$ cat src/verilog/xbar_pkg.sv
package xbar_pkg;

    parameter int LANE_WIDTH = 16; // bits per crossbar lane.

    typedef logic [LANE_WIDTH-1:0] lane_word_t;

    // AXI response codes, only the two this slave uses.
    typedef enum logic [1:0] {
        OKAY   = 2'b00,
        SLVERR = 2'b10
    } axi_resp_t;

    parameter int ADDR_WIDTH = 4; // byte address into the register file.

    parameter logic [ADDR_WIDTH-1:0] ADDR_CTRL  = 4'h0; // switch settings, r/w.
    parameter logic [ADDR_WIDTH-1:0] ADDR_COUNT = 4'h4; // vectors delivered, read only.

endpackage
$ cat src/verilog/xbar_if.sv
`timescale 1ns/100ps

interface xbar_if #(
    parameter int SIZE = 8
);
    import xbar_pkg::*;

    lane_word_t lane [SIZE]; // one word per lane.
    logic       valid;
    logic       ready;

    // the upstream side of a link.
    modport src (
        output lane,
        output valid,
        input  ready
    );

    modport dst (
        input  lane,
        input  valid,
        output ready
    );

endinterface

$ cat src/verilog/benes_top.sv
`timescale 1ns/100ps

module benes_top #(
    parameter int SIZE = 8,
    parameter logic [7:0] REGISTER_MASK = 8'hff
) (
    input  logic                            xif,
    input  logic                            rst_n,
    input  logic [xbar_pkg::ADDR_WIDTH-1:0] awaddr,
    input  logic                            awvalid,
    output logic                            awready,
    input  logic [31:0]                     wdata,
    input  logic [3:0]                      wstrb,
    input  logic                            wvalid,
    output logic                            wready,
    output xbar_pkg::axi_resp_t             bresp,
    output logic                            bvalid,
    input  logic                            bready,
    input  logic [xbar_pkg::ADDR_WIDTH-1:0] araddr,
    input  logic                            arvalid,
    output logic                            arready,
    output logic [31:0]                     rdata,
    output xbar_pkg::axi_resp_t             rresp,
    output logic                            rvalid,
    input  logic                            rready,
    input  xbar_pkg::lane_word_t            in_lane [SIZE],
    input  logic                            in_valid,
    output logic                            in_ready,
    output xbar_pkg::lane_word_t            out_lane [SIZE],
    output logic                            out_valid,
    input  logic                            out_ready
);

    localparam int TAGWIDTH = $clog2(SIZE);
    localparam int STAGES = 2 * TAGWIDTH - 1;
    localparam int BITWIDTH = STAGES * (SIZE / 2);

    logic [BITWIDTH-1:0] ctrl_word;
    logic                hold;
    logic                busy;
    logic                out_fire;

    ctrl_regs #(
        .SIZE (SIZE)
    ) u_regs (
        .xif       (xif),
        .rst_n     (rst_n),
        .awaddr    (awaddr),
        .awvalid   (awvalid),
        .awready   (awready),
        .wdata     (wdata),
        .wstrb     (wstrb),
        .wvalid    (wvalid),
        .wready    (wready),
        .bresp     (bresp),
        .bvalid    (bvalid),
        .bready    (bready),
        .araddr    (araddr),
        .arvalid   (arvalid),
        .arready   (arready),
        .rdata     (rdata),
        .rresp     (rresp),
        .rvalid    (rvalid),
        .rready    (rready),
        .ctrl_word (ctrl_word),
        .hold      (hold),
        .busy      (busy),
        .out_fire  (out_fire)
    );

    benes #(
        .SIZE          (SIZE),
        .REGISTER_MASK (REGISTER_MASK)
    ) u_net (
        .xif       (xif),
        .rst_n     (rst_n),
        .ctrl_word (ctrl_word),
        .hold      (hold),
        .busy      (busy),
        .out_fire  (out_fire),
        .in_lane   (in_lane),
        .in_valid  (in_valid),
        .in_ready  (in_ready),
        .out_lane  (out_lane),
        .out_valid (out_valid),
        .out_ready (out_ready)
    );

endmodule

$ cat src/verilog/benes.sv
`timescale 1ns/100ps

module benes #(
    parameter int SIZE = 8,
    parameter logic [7:0] REGISTER_MASK = 8'hff,
    localparam int TAGWIDTH = $clog2(SIZE),
    localparam int STAGES = 2 * TAGWIDTH - 1,
    localparam int BITWIDTH = STAGES * (SIZE / 2)
) (
    input  logic                 xif,
    input  logic                 rst_n,
    input  logic [BITWIDTH-1:0]  ctrl_word,
    input  logic                 hold,
    output logic                 busy,
    output logic                 out_fire,
    input  xbar_pkg::lane_word_t in_lane [SIZE],
    input  logic                 in_valid,
    output logic                 in_ready,
    output xbar_pkg::lane_word_t out_lane [SIZE],
    output logic                 out_valid,
    input  logic                 out_ready
);

    logic [STAGES-1:0] occ;

    xbar_if #(.SIZE(SIZE)) link [STAGES+1] (); // link s feeds stage s.

    // hold blocks both sides of the entry handshake.
    assign link[0].lane  = in_lane;
    assign link[0].valid = in_valid && !hold;
    assign in_ready      = link[0].ready && !hold;

    for (genvar s = 0; s < STAGES; s++) begin : g_stage
        // the last column is never registered.
        localparam bit STAGE_REG = (s < STAGES - 1) ? REGISTER_MASK[s] : 1'b0;

        benes_stage #(
            .SIZE       (SIZE),
            .STAGE      (s),
            .REGISTERED (STAGE_REG)
        ) u_stage (
            .xif      (xif),
            .rst_n    (rst_n),
            .ctrl     (ctrl_word[s*(SIZE/2) +: SIZE/2]),
            .up       (link[s]),
            .down     (link[s+1]),
            .occupied (occ[s])
        );
    end

    assign out_lane            = link[STAGES].lane;
    assign out_valid           = link[STAGES].valid;
    assign link[STAGES].ready  = out_ready;

    assign busy     = |occ;
    assign out_fire = out_valid && out_ready; // one pulse per delivered vector.

endmodule

$ cat src/verilog/benes_stage.sv
`timescale 1ns/100ps

module benes_stage #(
    parameter int SIZE = 8,
    parameter int STAGE = 0,
    parameter bit REGISTERED = 1'b1
) (
    input  logic              xif,
    input  logic              rst_n,
    input  logic [SIZE/2-1:0] ctrl,
    xbar_if.dst               up,
    xbar_if.src               down,
    output logic              occupied
);
    import xbar_pkg::*;

    localparam int TAGWIDTH = $clog2(SIZE);
    localparam int STAGES = 2 * TAGWIDTH - 1;
    // butterfly spacing, widening to the middle column and narrowing after it.
    localparam int D = (STAGE < TAGWIDTH) ? (1 << STAGE) : (1 << (STAGES - 1 - STAGE));

    lane_word_t sw [SIZE]; // switched vector.

    for (genvar k = 0; k < SIZE / 2; k++) begin : g_switch
        localparam int LO = (k / D) * 2 * D + (k % D);
        localparam int HI = LO + D;

        assign sw[LO] = ctrl[k] ? up.lane[HI] : up.lane[LO]; // 1 swaps the pair.
        assign sw[HI] = ctrl[k] ? up.lane[LO] : up.lane[HI];
    end

    if (REGISTERED) begin : g_reg
        lane_word_t lane_q [SIZE];
        logic       valid_q;
        logic       load;

        assign load = down.ready || !valid_q; // advance when drained or empty.

        always_ff @(posedge xif or negedge rst_n) begin
            if (!rst_n) begin
                valid_q <= 1'b0;
            end else if (load) begin
                valid_q <= up.valid;
            end
        end

        always_ff @(posedge xif) begin
            if (load && up.valid) begin
                lane_q <= sw;
            end
        end

        assign up.ready   = load;
        assign down.lane  = lane_q;
        assign down.valid = valid_q;
        assign occupied   = valid_q;
    end else begin : g_comb
        assign up.ready   = down.ready;
        assign down.lane  = sw;
        assign down.valid = up.valid;
        assign occupied   = 1'b0; // holds nothing between edges.
    end

endmodule

$ cat src/verilog/ctrl_regs.sv
`timescale 1ns/100ps

module ctrl_regs #(
    parameter int SIZE = 8,
    localparam int TAGWIDTH = $clog2(SIZE),
    localparam int STAGES = 2 * TAGWIDTH - 1,
    localparam int BITWIDTH = STAGES * (SIZE / 2)
) (
    input  logic                            xif,
    input  logic                            rst_n,
    input  logic [xbar_pkg::ADDR_WIDTH-1:0] awaddr,
    input  logic                            awvalid,
    output logic                            awready,
    input  logic [31:0]                     wdata,
    input  logic [3:0]                      wstrb,
    input  logic                            wvalid,
    output logic                            wready,
    output xbar_pkg::axi_resp_t             bresp,
    output logic                            bvalid,
    input  logic                            bready,
    input  logic [xbar_pkg::ADDR_WIDTH-1:0] araddr,
    input  logic                            arvalid,
    output logic                            arready,
    output logic [31:0]                     rdata,
    output xbar_pkg::axi_resp_t             rresp,
    output logic                            rvalid,
    input  logic                            rready,
    output logic [BITWIDTH-1:0]             ctrl_word,
    output logic                            hold,
    input  logic                            busy,
    input  logic                            out_fire
);
    import xbar_pkg::*;

    logic                  aw_held;
    logic                  w_held;
    logic [ADDR_WIDTH-1:0] awaddr_q;
    logic [31:0]           wdata_q;
    logic [3:0]            wstrb_q;
    logic [31:0]           ctrl_q;
    logic [31:0]           count_q;
    logic                  commit;
    logic                  wr_ctrl;
    logic [31:0]           rd_data;
    axi_resp_t             rd_resp;

    assign awready = !aw_held;
    assign wready  = !w_held;
    assign arready = !rvalid; // one read outstanding at a time.

    // settings only change once the network has drained.
    assign commit  = aw_held && w_held && !busy && !bvalid;
    assign wr_ctrl = (awaddr_q == ADDR_CTRL);

    assign hold      = aw_held || w_held; // stop new vectors while a write waits.
    assign ctrl_word = ctrl_q[BITWIDTH-1:0];

    always_ff @(posedge xif or negedge rst_n) begin
        if (!rst_n) begin
            aw_held <= 1'b0;
            w_held  <= 1'b0;
            bvalid  <= 1'b0;
            ctrl_q  <= '0;
        end else begin
            if (awvalid && awready) begin
                aw_held <= 1'b1;
            end
            if (wvalid && wready) begin
                w_held <= 1'b1;
            end
            if (commit) begin
                aw_held <= 1'b0;
                w_held  <= 1'b0;
                bvalid  <= 1'b1;
                if (wr_ctrl) begin
                    for (int b = 0; b < 4; b++) begin
                        if (wstrb_q[b]) begin
                            ctrl_q[8*b +: 8] <= wdata_q[8*b +: 8];
                        end
                    end
                end
            end else if (bvalid && bready) begin
                bvalid <= 1'b0;
            end
        end
    end

    always_ff @(posedge xif) begin
        if (awvalid && awready) begin
            awaddr_q <= awaddr;
        end
        if (wvalid && wready) begin
            wdata_q <= wdata;
            wstrb_q <= wstrb;
        end
        if (commit) begin
            bresp <= wr_ctrl ? OKAY : SLVERR; // count is read only.
        end
    end

    always_ff @(posedge xif or negedge rst_n) begin
        if (!rst_n) begin
            count_q <= '0;
        end else if (out_fire) begin
            count_q <= count_q + 32'd1;
        end
    end

    always_comb begin
        case (araddr)
            ADDR_CTRL: begin
                rd_data = ctrl_q;
                rd_resp = OKAY;
            end
            ADDR_COUNT: begin
                rd_data = count_q;
                rd_resp = OKAY;
            end
            default: begin
                rd_data = '0;
                rd_resp = SLVERR;
            end
        endcase
    end

    always_ff @(posedge xif or negedge rst_n) begin
        if (!rst_n) begin
            rvalid <= 1'b0;
        end else if (arvalid && arready) begin
            rvalid <= 1'b1;
        end else if (rready) begin
            rvalid <= 1'b0;
        end
    end

    always_ff @(posedge xif) begin
        if (arvalid && arready) begin
            rdata <= rd_data;
            rresp <= rd_resp;
        end
    end

endmodule

$ cat config.mk
export PLATFORM = sky130hd
export DESIGN_NAME = benes_top
export DESIGN_NICKNAME = d
export VERILOG_FILES = /design/src/verilog/xbar_pkg.sv /design/src/verilog/xbar_if.sv /design/src/verilog/benes_top.sv /design/src/verilog/benes.sv /design/src/verilog/benes_stage.sv /design/src/verilog/ctrl_regs.sv
export SDC_FILE = /design/constraint.sdc
export NUM_CORES = 1
export LEC_CHECK = 0
export ABC_CLOCK_PERIOD_IN_PS = 4300
export BUFFER_PORTS_ARGS = -buffer_cell sky130_fd_sc_hd__buf_2
export CAP_MARGIN = 20
export CORE_AREA = 2 2 208 292
export CTS_BUF_LIST = sky130_fd_sc_hd__clkbuf_8
export DETAILED_ROUTE_END_ITERATION = 8
export DIE_AREA = 0 0 210 294
export PLACE_DENSITY = 0.78
export SYNTH_ARGS = -nofsm -noshare
export SYNTH_HDL_FRONTEND = slang
export SYNTH_HIERARCHICAL = 1
export SYNTH_SLANG_ARGS = --single-unit
$ cat constraint.sdc
create_clock -name xif -period 4.3 [get_ports xif]
set_input_delay 0.43 -clock xif [delete_from_list [all_inputs] [get_ports xif]]
set_output_delay 0.43 -clock xif [all_outputs]
set_load 0.02 [all_outputs]
; Word level (Yosys, flattened, before mapping)
; Index checks and enable logic that the tools add are counted.
[op_classes]
addsub = 1
n_eq_ne = 1
mux = 51
reduce_logical = 41
[ops]
columns = op, count
row1 = $mux W16, 40
row2 = $pmux W32 S2, 1
row3 = $add A32 B1 Y32 const B, 1
row4 = $logic_and A1 B1 Y1, 14
row5 = $reduce_and A3 Y1, 4
row6 = $logic_not A1 Y1, 10
row7 = $logic_not A4 Y1, 2
row8 = $mux W1, 8
row9 = $reduce_bool A2 Y1, 4
row10 = $logic_or A1 B1 Y1, 5
row11 = $eq A4 B3 Y1 const B, 1
row12 = $mux W2, 2
row13 = $reduce_or A4 Y1, 1
row14 = $reduce_or A2 Y1, 1
[word_totals]
register_bits = 660
out_inout_bits = 171

; Depth between registers and ports, before layout
[logic_depth]
ltp_word = 6
ltp_mapped = 7
depth_no_buf = 6

; Modules after synthesis
; The synthesis kept the hierarchy.
[modules_own_cells]
columns = module, instances, cells_each, area_per_inst_um2, seq_area_each_um2
row1 = benes_stage (u_net.g_stage[0].u_stage ...), 4, 277, 6072.1, 3868.7
row2 = ctrl_regs, 1, 388, 5765.5, 3923.8
row3 = benes_stage (u_net.g_stage[4].u_stage), 1, 148, 2203.4, 0.0
row4 = benes, 1, 6, 31.3, 0.0

; Worst setup path before layout
; OpenSTA, ideal clock, no wires.
[synth_path]
kind = input to register
start = input port out_ready
end = register u_net.g_stage[0].u_stage.g_reg.lane_q (netlist bit u_net/g_stage[0].u_stage/down.lane[0]), enable pin
arrival_ns = 3.937
slack_ns = -0.139
cell_stages = 6
path_cell_list = buf_4 nand2b_1 nand2b_1 nand2b_1 nand2b_1 and2_1
[synth_between]
elab_chain_len = 5
[synth_lines]
columns = element, line
row1 = "start, declared", benes_top.sv:31  ; input logic out_ready
row2 = $logic_or A1 B1 Y1, benes_stage.sv:37  ; assign load = down.ready || !valid_q;
row3 = named net u_net.link[3].ready, xbar_if.sv:10  ; logic ready;
row4 = $logic_or A1 B1 Y1, benes_stage.sv:37
row5 = named net u_net.link[2].ready, xbar_if.sv:10
row6 = $logic_or A1 B1 Y1, benes_stage.sv:37
row7 = named net u_net.link[1].ready, xbar_if.sv:10
row8 = $logic_or A1 B1 Y1, benes_stage.sv:37
row9 = named net u_net.link[0].ready, xbar_if.sv:10
row10 = $logic_and A1 B1 Y1, benes_stage.sv:48  ; if (load && up.valid) begin
row11 = "end signal, assigned", benes_stage.sv:49  ; lane_q <= sw;
row12 = "end, declared", benes_stage.sv:33  ; lane_word_t lane_q [SIZE];
; The timed path passes the listed nets, and every way through them passes these cells.
; A chain may end at the register's enable or synchronous reset.

==> flow_summary_export.csv <==
group,metric,value,unit
route,drtIter0Drc,697,
worst_setup_path,crit_type,"flip-flop to primary output",
cts,post_cts_buffers,0,
worst_setup_path,r2r_start,"u_net/g_stage[3].u_stage/down.valid$_DFFE_PN0P_",
floorplanning,core_area,0.05928,mm^2
worst_setup_path,cp-end-kind,"primary output",
timing,fin_setup_tns,0,ps
finish,fin_util,0.6129,
placement,gp_congestion,0.8633,
worst_setup_path,crit_fanout,24,
yosys,yosys_warnings,6,
cts,cts_buffers,94,
grt,track_usage,0.2023,
grt,grt_pass1_wl,94540,um
finish,final_common_cell,"mux2_4",
timing,rsz0062_at_grt,"no",
timing,worst_pin_slew,1144,ps
timing,fin_crit,2806,ps
route,first_pass_iters,5,
grt,grt_pass1_vias,16280,
timing,fmax,356.4,MHz
timing,finalMaxSlewViolations,0,
worst_setup_path,start_kind,"flip-flop",
run,timing.max_cap.violations,0,
cts,insertion_delay,710,ps
outcome,outcome,"finished clean",
worst_setup_path,cp.required,3870,ps
cts,clkTransAtPathRegs,70,ps
finish,drive_above_1_share,0.5725,
worst_setup_path,path_cells,"buf_4 > mux2_4 > buf_2",
timing,slew_headroom,0.2375,
yosys,synth_seq_area_share,0.6008,
timing,period_share,0.6525,
yosys,synth_cell_type_count,37,
cts,cts_resized,0,
worst_setup_path,critPathLaunch,"u_regs/ctrl_q[17]$_DFFE_PN0P_",
floorplanning,initial_utilization,0.5446,
route,routed_wl,62940,um
worst_setup_path,r2r_end,"u_net/g_stage[0].u_stage/down.lane[107]$_DFFE_PP_",
worst_setup_path,cp-endpoint,"out_lane[81]",
finish,syn_to_final_growth,12.54,%
worst_setup_path,slowest_stage,"dfrtp_2",
pwr,power_leakage,14.38,nW
cts,clockBufferDepth,3,
route,wire_per_inst,21.64,um
route,vias,15250,
route,drc,0,
worst_setup_path,crit_cells,3,
floorplanning,die-area,0.06174,mm^2
grt,antenna_found_initial,31,
yosys,synth-seq-cells,658,
worst_setup_path,cp_num_buf_inv,2,
hold_path,hp-class,"primary input to flip-flop",
floorplanning,num_rows,106,
route,ant_nets,0,
finish,num-fill-cells,4199,
finish,mostFrequentLayoutCells,"mux2_4 (600), edfxtp_1 (586), buf_2 (348), clkbuf_8 (99), mux2_2 (70)",
cts,hold_buffers,63,
worst_setup_path,crit_family,"flip-flops",
timing,finalHoldViolations,0,
yosys,synth.avg_cell_area,19.57,um^2
placement,dp_hpwl,45360,um
route,avgViaCountPerCell,5.241,
floorplanning,die_x,210,um
finish,nets,2245,
worst_setup_path,rr_worst_depth,6,
cts,cts_tree,"done",
cts,clock-sinks,658,
grt,grt_max_degree,74,
grt,gr-total-overflow,0,
timing,setup_violations,0,
floorplanning,ios,352,
yosys,syn-instance-count,1650,
cts,cts-htree-levels,3,
placement,port_buffers,349,
worst_setup_path,cpPeakStageDelay,650,ps
worst_setup_path,cp.arrival,2380,ps
pwr,p_per_area,541.6,mW/mm^2
yosys,synth_area,0.03229,mm^2
pwr,vdd_drop_max,0.4156,mV
timing,clock_skew,49.19,ps
cts,cts-root-buf,"clkbuf_8",
worst_setup_path,r2r_setup_slack,1860,ps
floorplanning,die_h,294,um
-- layer usage --
metal,vias up,part of all wire,track usage
li1,7125,-,-
met1,7525,0.41,0.2382
met2,436,0.50,0.3502
met3,129,0.063,0.05977
met4,32,0.026,0.07507
met5,-,0.0031,0
-- synthesized netlist by cell type, drive strengths merged --
library cell	instances	area share
or4	3	0.00070
or3	1	0.00019
nor3	13	0.0036
mux2	673	0.30
and3	3	0.00058
dfrtp	72	0.056
nor2b	5	0.00097
and2	5	0.00097
and4	3	0.00081
xor2	20	0.0054
o21bai	1	0.00023
o21ai	1	0.00015
ha	1	0.00039
conb	2	0.00023
xnor2	11	0.0030
nand4	8	0.0019
nand2b	8	0.0016
clkbuf	5	0.00058
nor4	2	0.0013
nor2	47	0.0055
mux2i	32	0.0099
nand2	16	0.0022
inv	12	0.0014
nand4bb	1	0.00035
edfxtp	586	0.54
nand3	5	0.00077
buf	114	0.052
-- flip-flops by register name (all words and copies together) (netlist names), 4 cells and up --
signal                            flops
u_regs/wdata_q                       32
u_net/g_stage.u_stage/down.lane     512
u_regs/awaddr_q                       4
u_net/g_stage.u_stage/down.valid      4
u_regs/count_q                       32
u_regs/wstrb_q                        4
u_regs/rdata                         32
u_regs/ctrl_q                        32
-- worst min-delay path by stage --
stage                                             from                                           endpoint  cells past startpoint  slack [ps]
after floorplan                                  rst_n    u_net/g_stage[0].u_stage/down.valid$_DFFE_PN0P_                      0         130
after global placement     u_regs/wdata_q[6]$_DFFE_PP_                       u_regs/ctrl_q[6]$_DFFE_PN0P_                      1         440
after detailed placement  u_regs/wdata_q[15]$_DFFE_PP_                      u_regs/ctrl_q[15]$_DFFE_PN0P_                      1         440
after CTS                                 in_lane[104]  u_net/g_stage[0].u_stage/down.lane[120]$_DFFE_PP_                      2           3
after global routing                       in_lane[93]   u_net/g_stage[0].u_stage/down.lane[93]$_DFFE_PP_                      2          20
final                                      in_lane[82]   u_net/g_stage[0].u_stage/down.lane[66]$_DFFE_PP_                      2          60
-- final cells by class --
cell class / count / area, um^2 / area share
flip-flops and latches: 658 / 19420 / 0.5345
multi-input cells: 862 / 11180 / 0.3076
repair buffers: 435 / 2705 / 0.07444
clock buffers: 99 / 1363 / 0.03750
well taps: 756 / 945.9 / 0.02603
clock inverters: 72 / 640.6 / 0.01763
inverters: 12 / 45.04 / 0.001240
diodes: 15 / 37.54 / 0.001033
-- through the flow --
| stage | cells | instance area, um^2 | setup slack [ps] | hold slack (ps) | total power [mW] |
|---|---|---|---|---|---|
| after CTS | 2888 | 36160 | 1367 | 3.013 | 19.83 |
| final | 2909 | 36340 | 1494 | 58.50 | 19.68 |
| after floorplan | 1651 | 32290 | 104.6 | 134.4 | 14.18 |
| after global placement | 2653 | 33510 | 1740 | 444.6 | 14.36 |
| after global routing | 2904 | 36320 | 1421 | 19.58 | 20.50 |
| after detailed placement | 2654 | 33530 | 1701 | 443.8 | 14.55 |
-- logic make-up (layout without fill, tap and decap cells) --
kind of cell,Yosys count,in the layout,synth area share
AND/OR/NAND/NOR,120,120,0.02147
adder cells (fa/ha/maj),1,1,0.0003874
XOR/XNOR,31,31,0.008409
multiplexers,705,705,0.3144
buffers and inverters,131,618,0.05394
other,2,18,0.0002326
AO/OA/AOI/OAI,2,2,0.0003874
flip-flops,658,658,0.6008
-- report_power, final --
part / internal [mW] / switching [mW] / total, mW
combinational: 3.28 / 2.40 / 5.68
sequential: 8.02 / 0.777 / 8.79
clock: 2.87 / 2.33 / 5.20
Note: power is estimated with default switching activity, not from simulation.
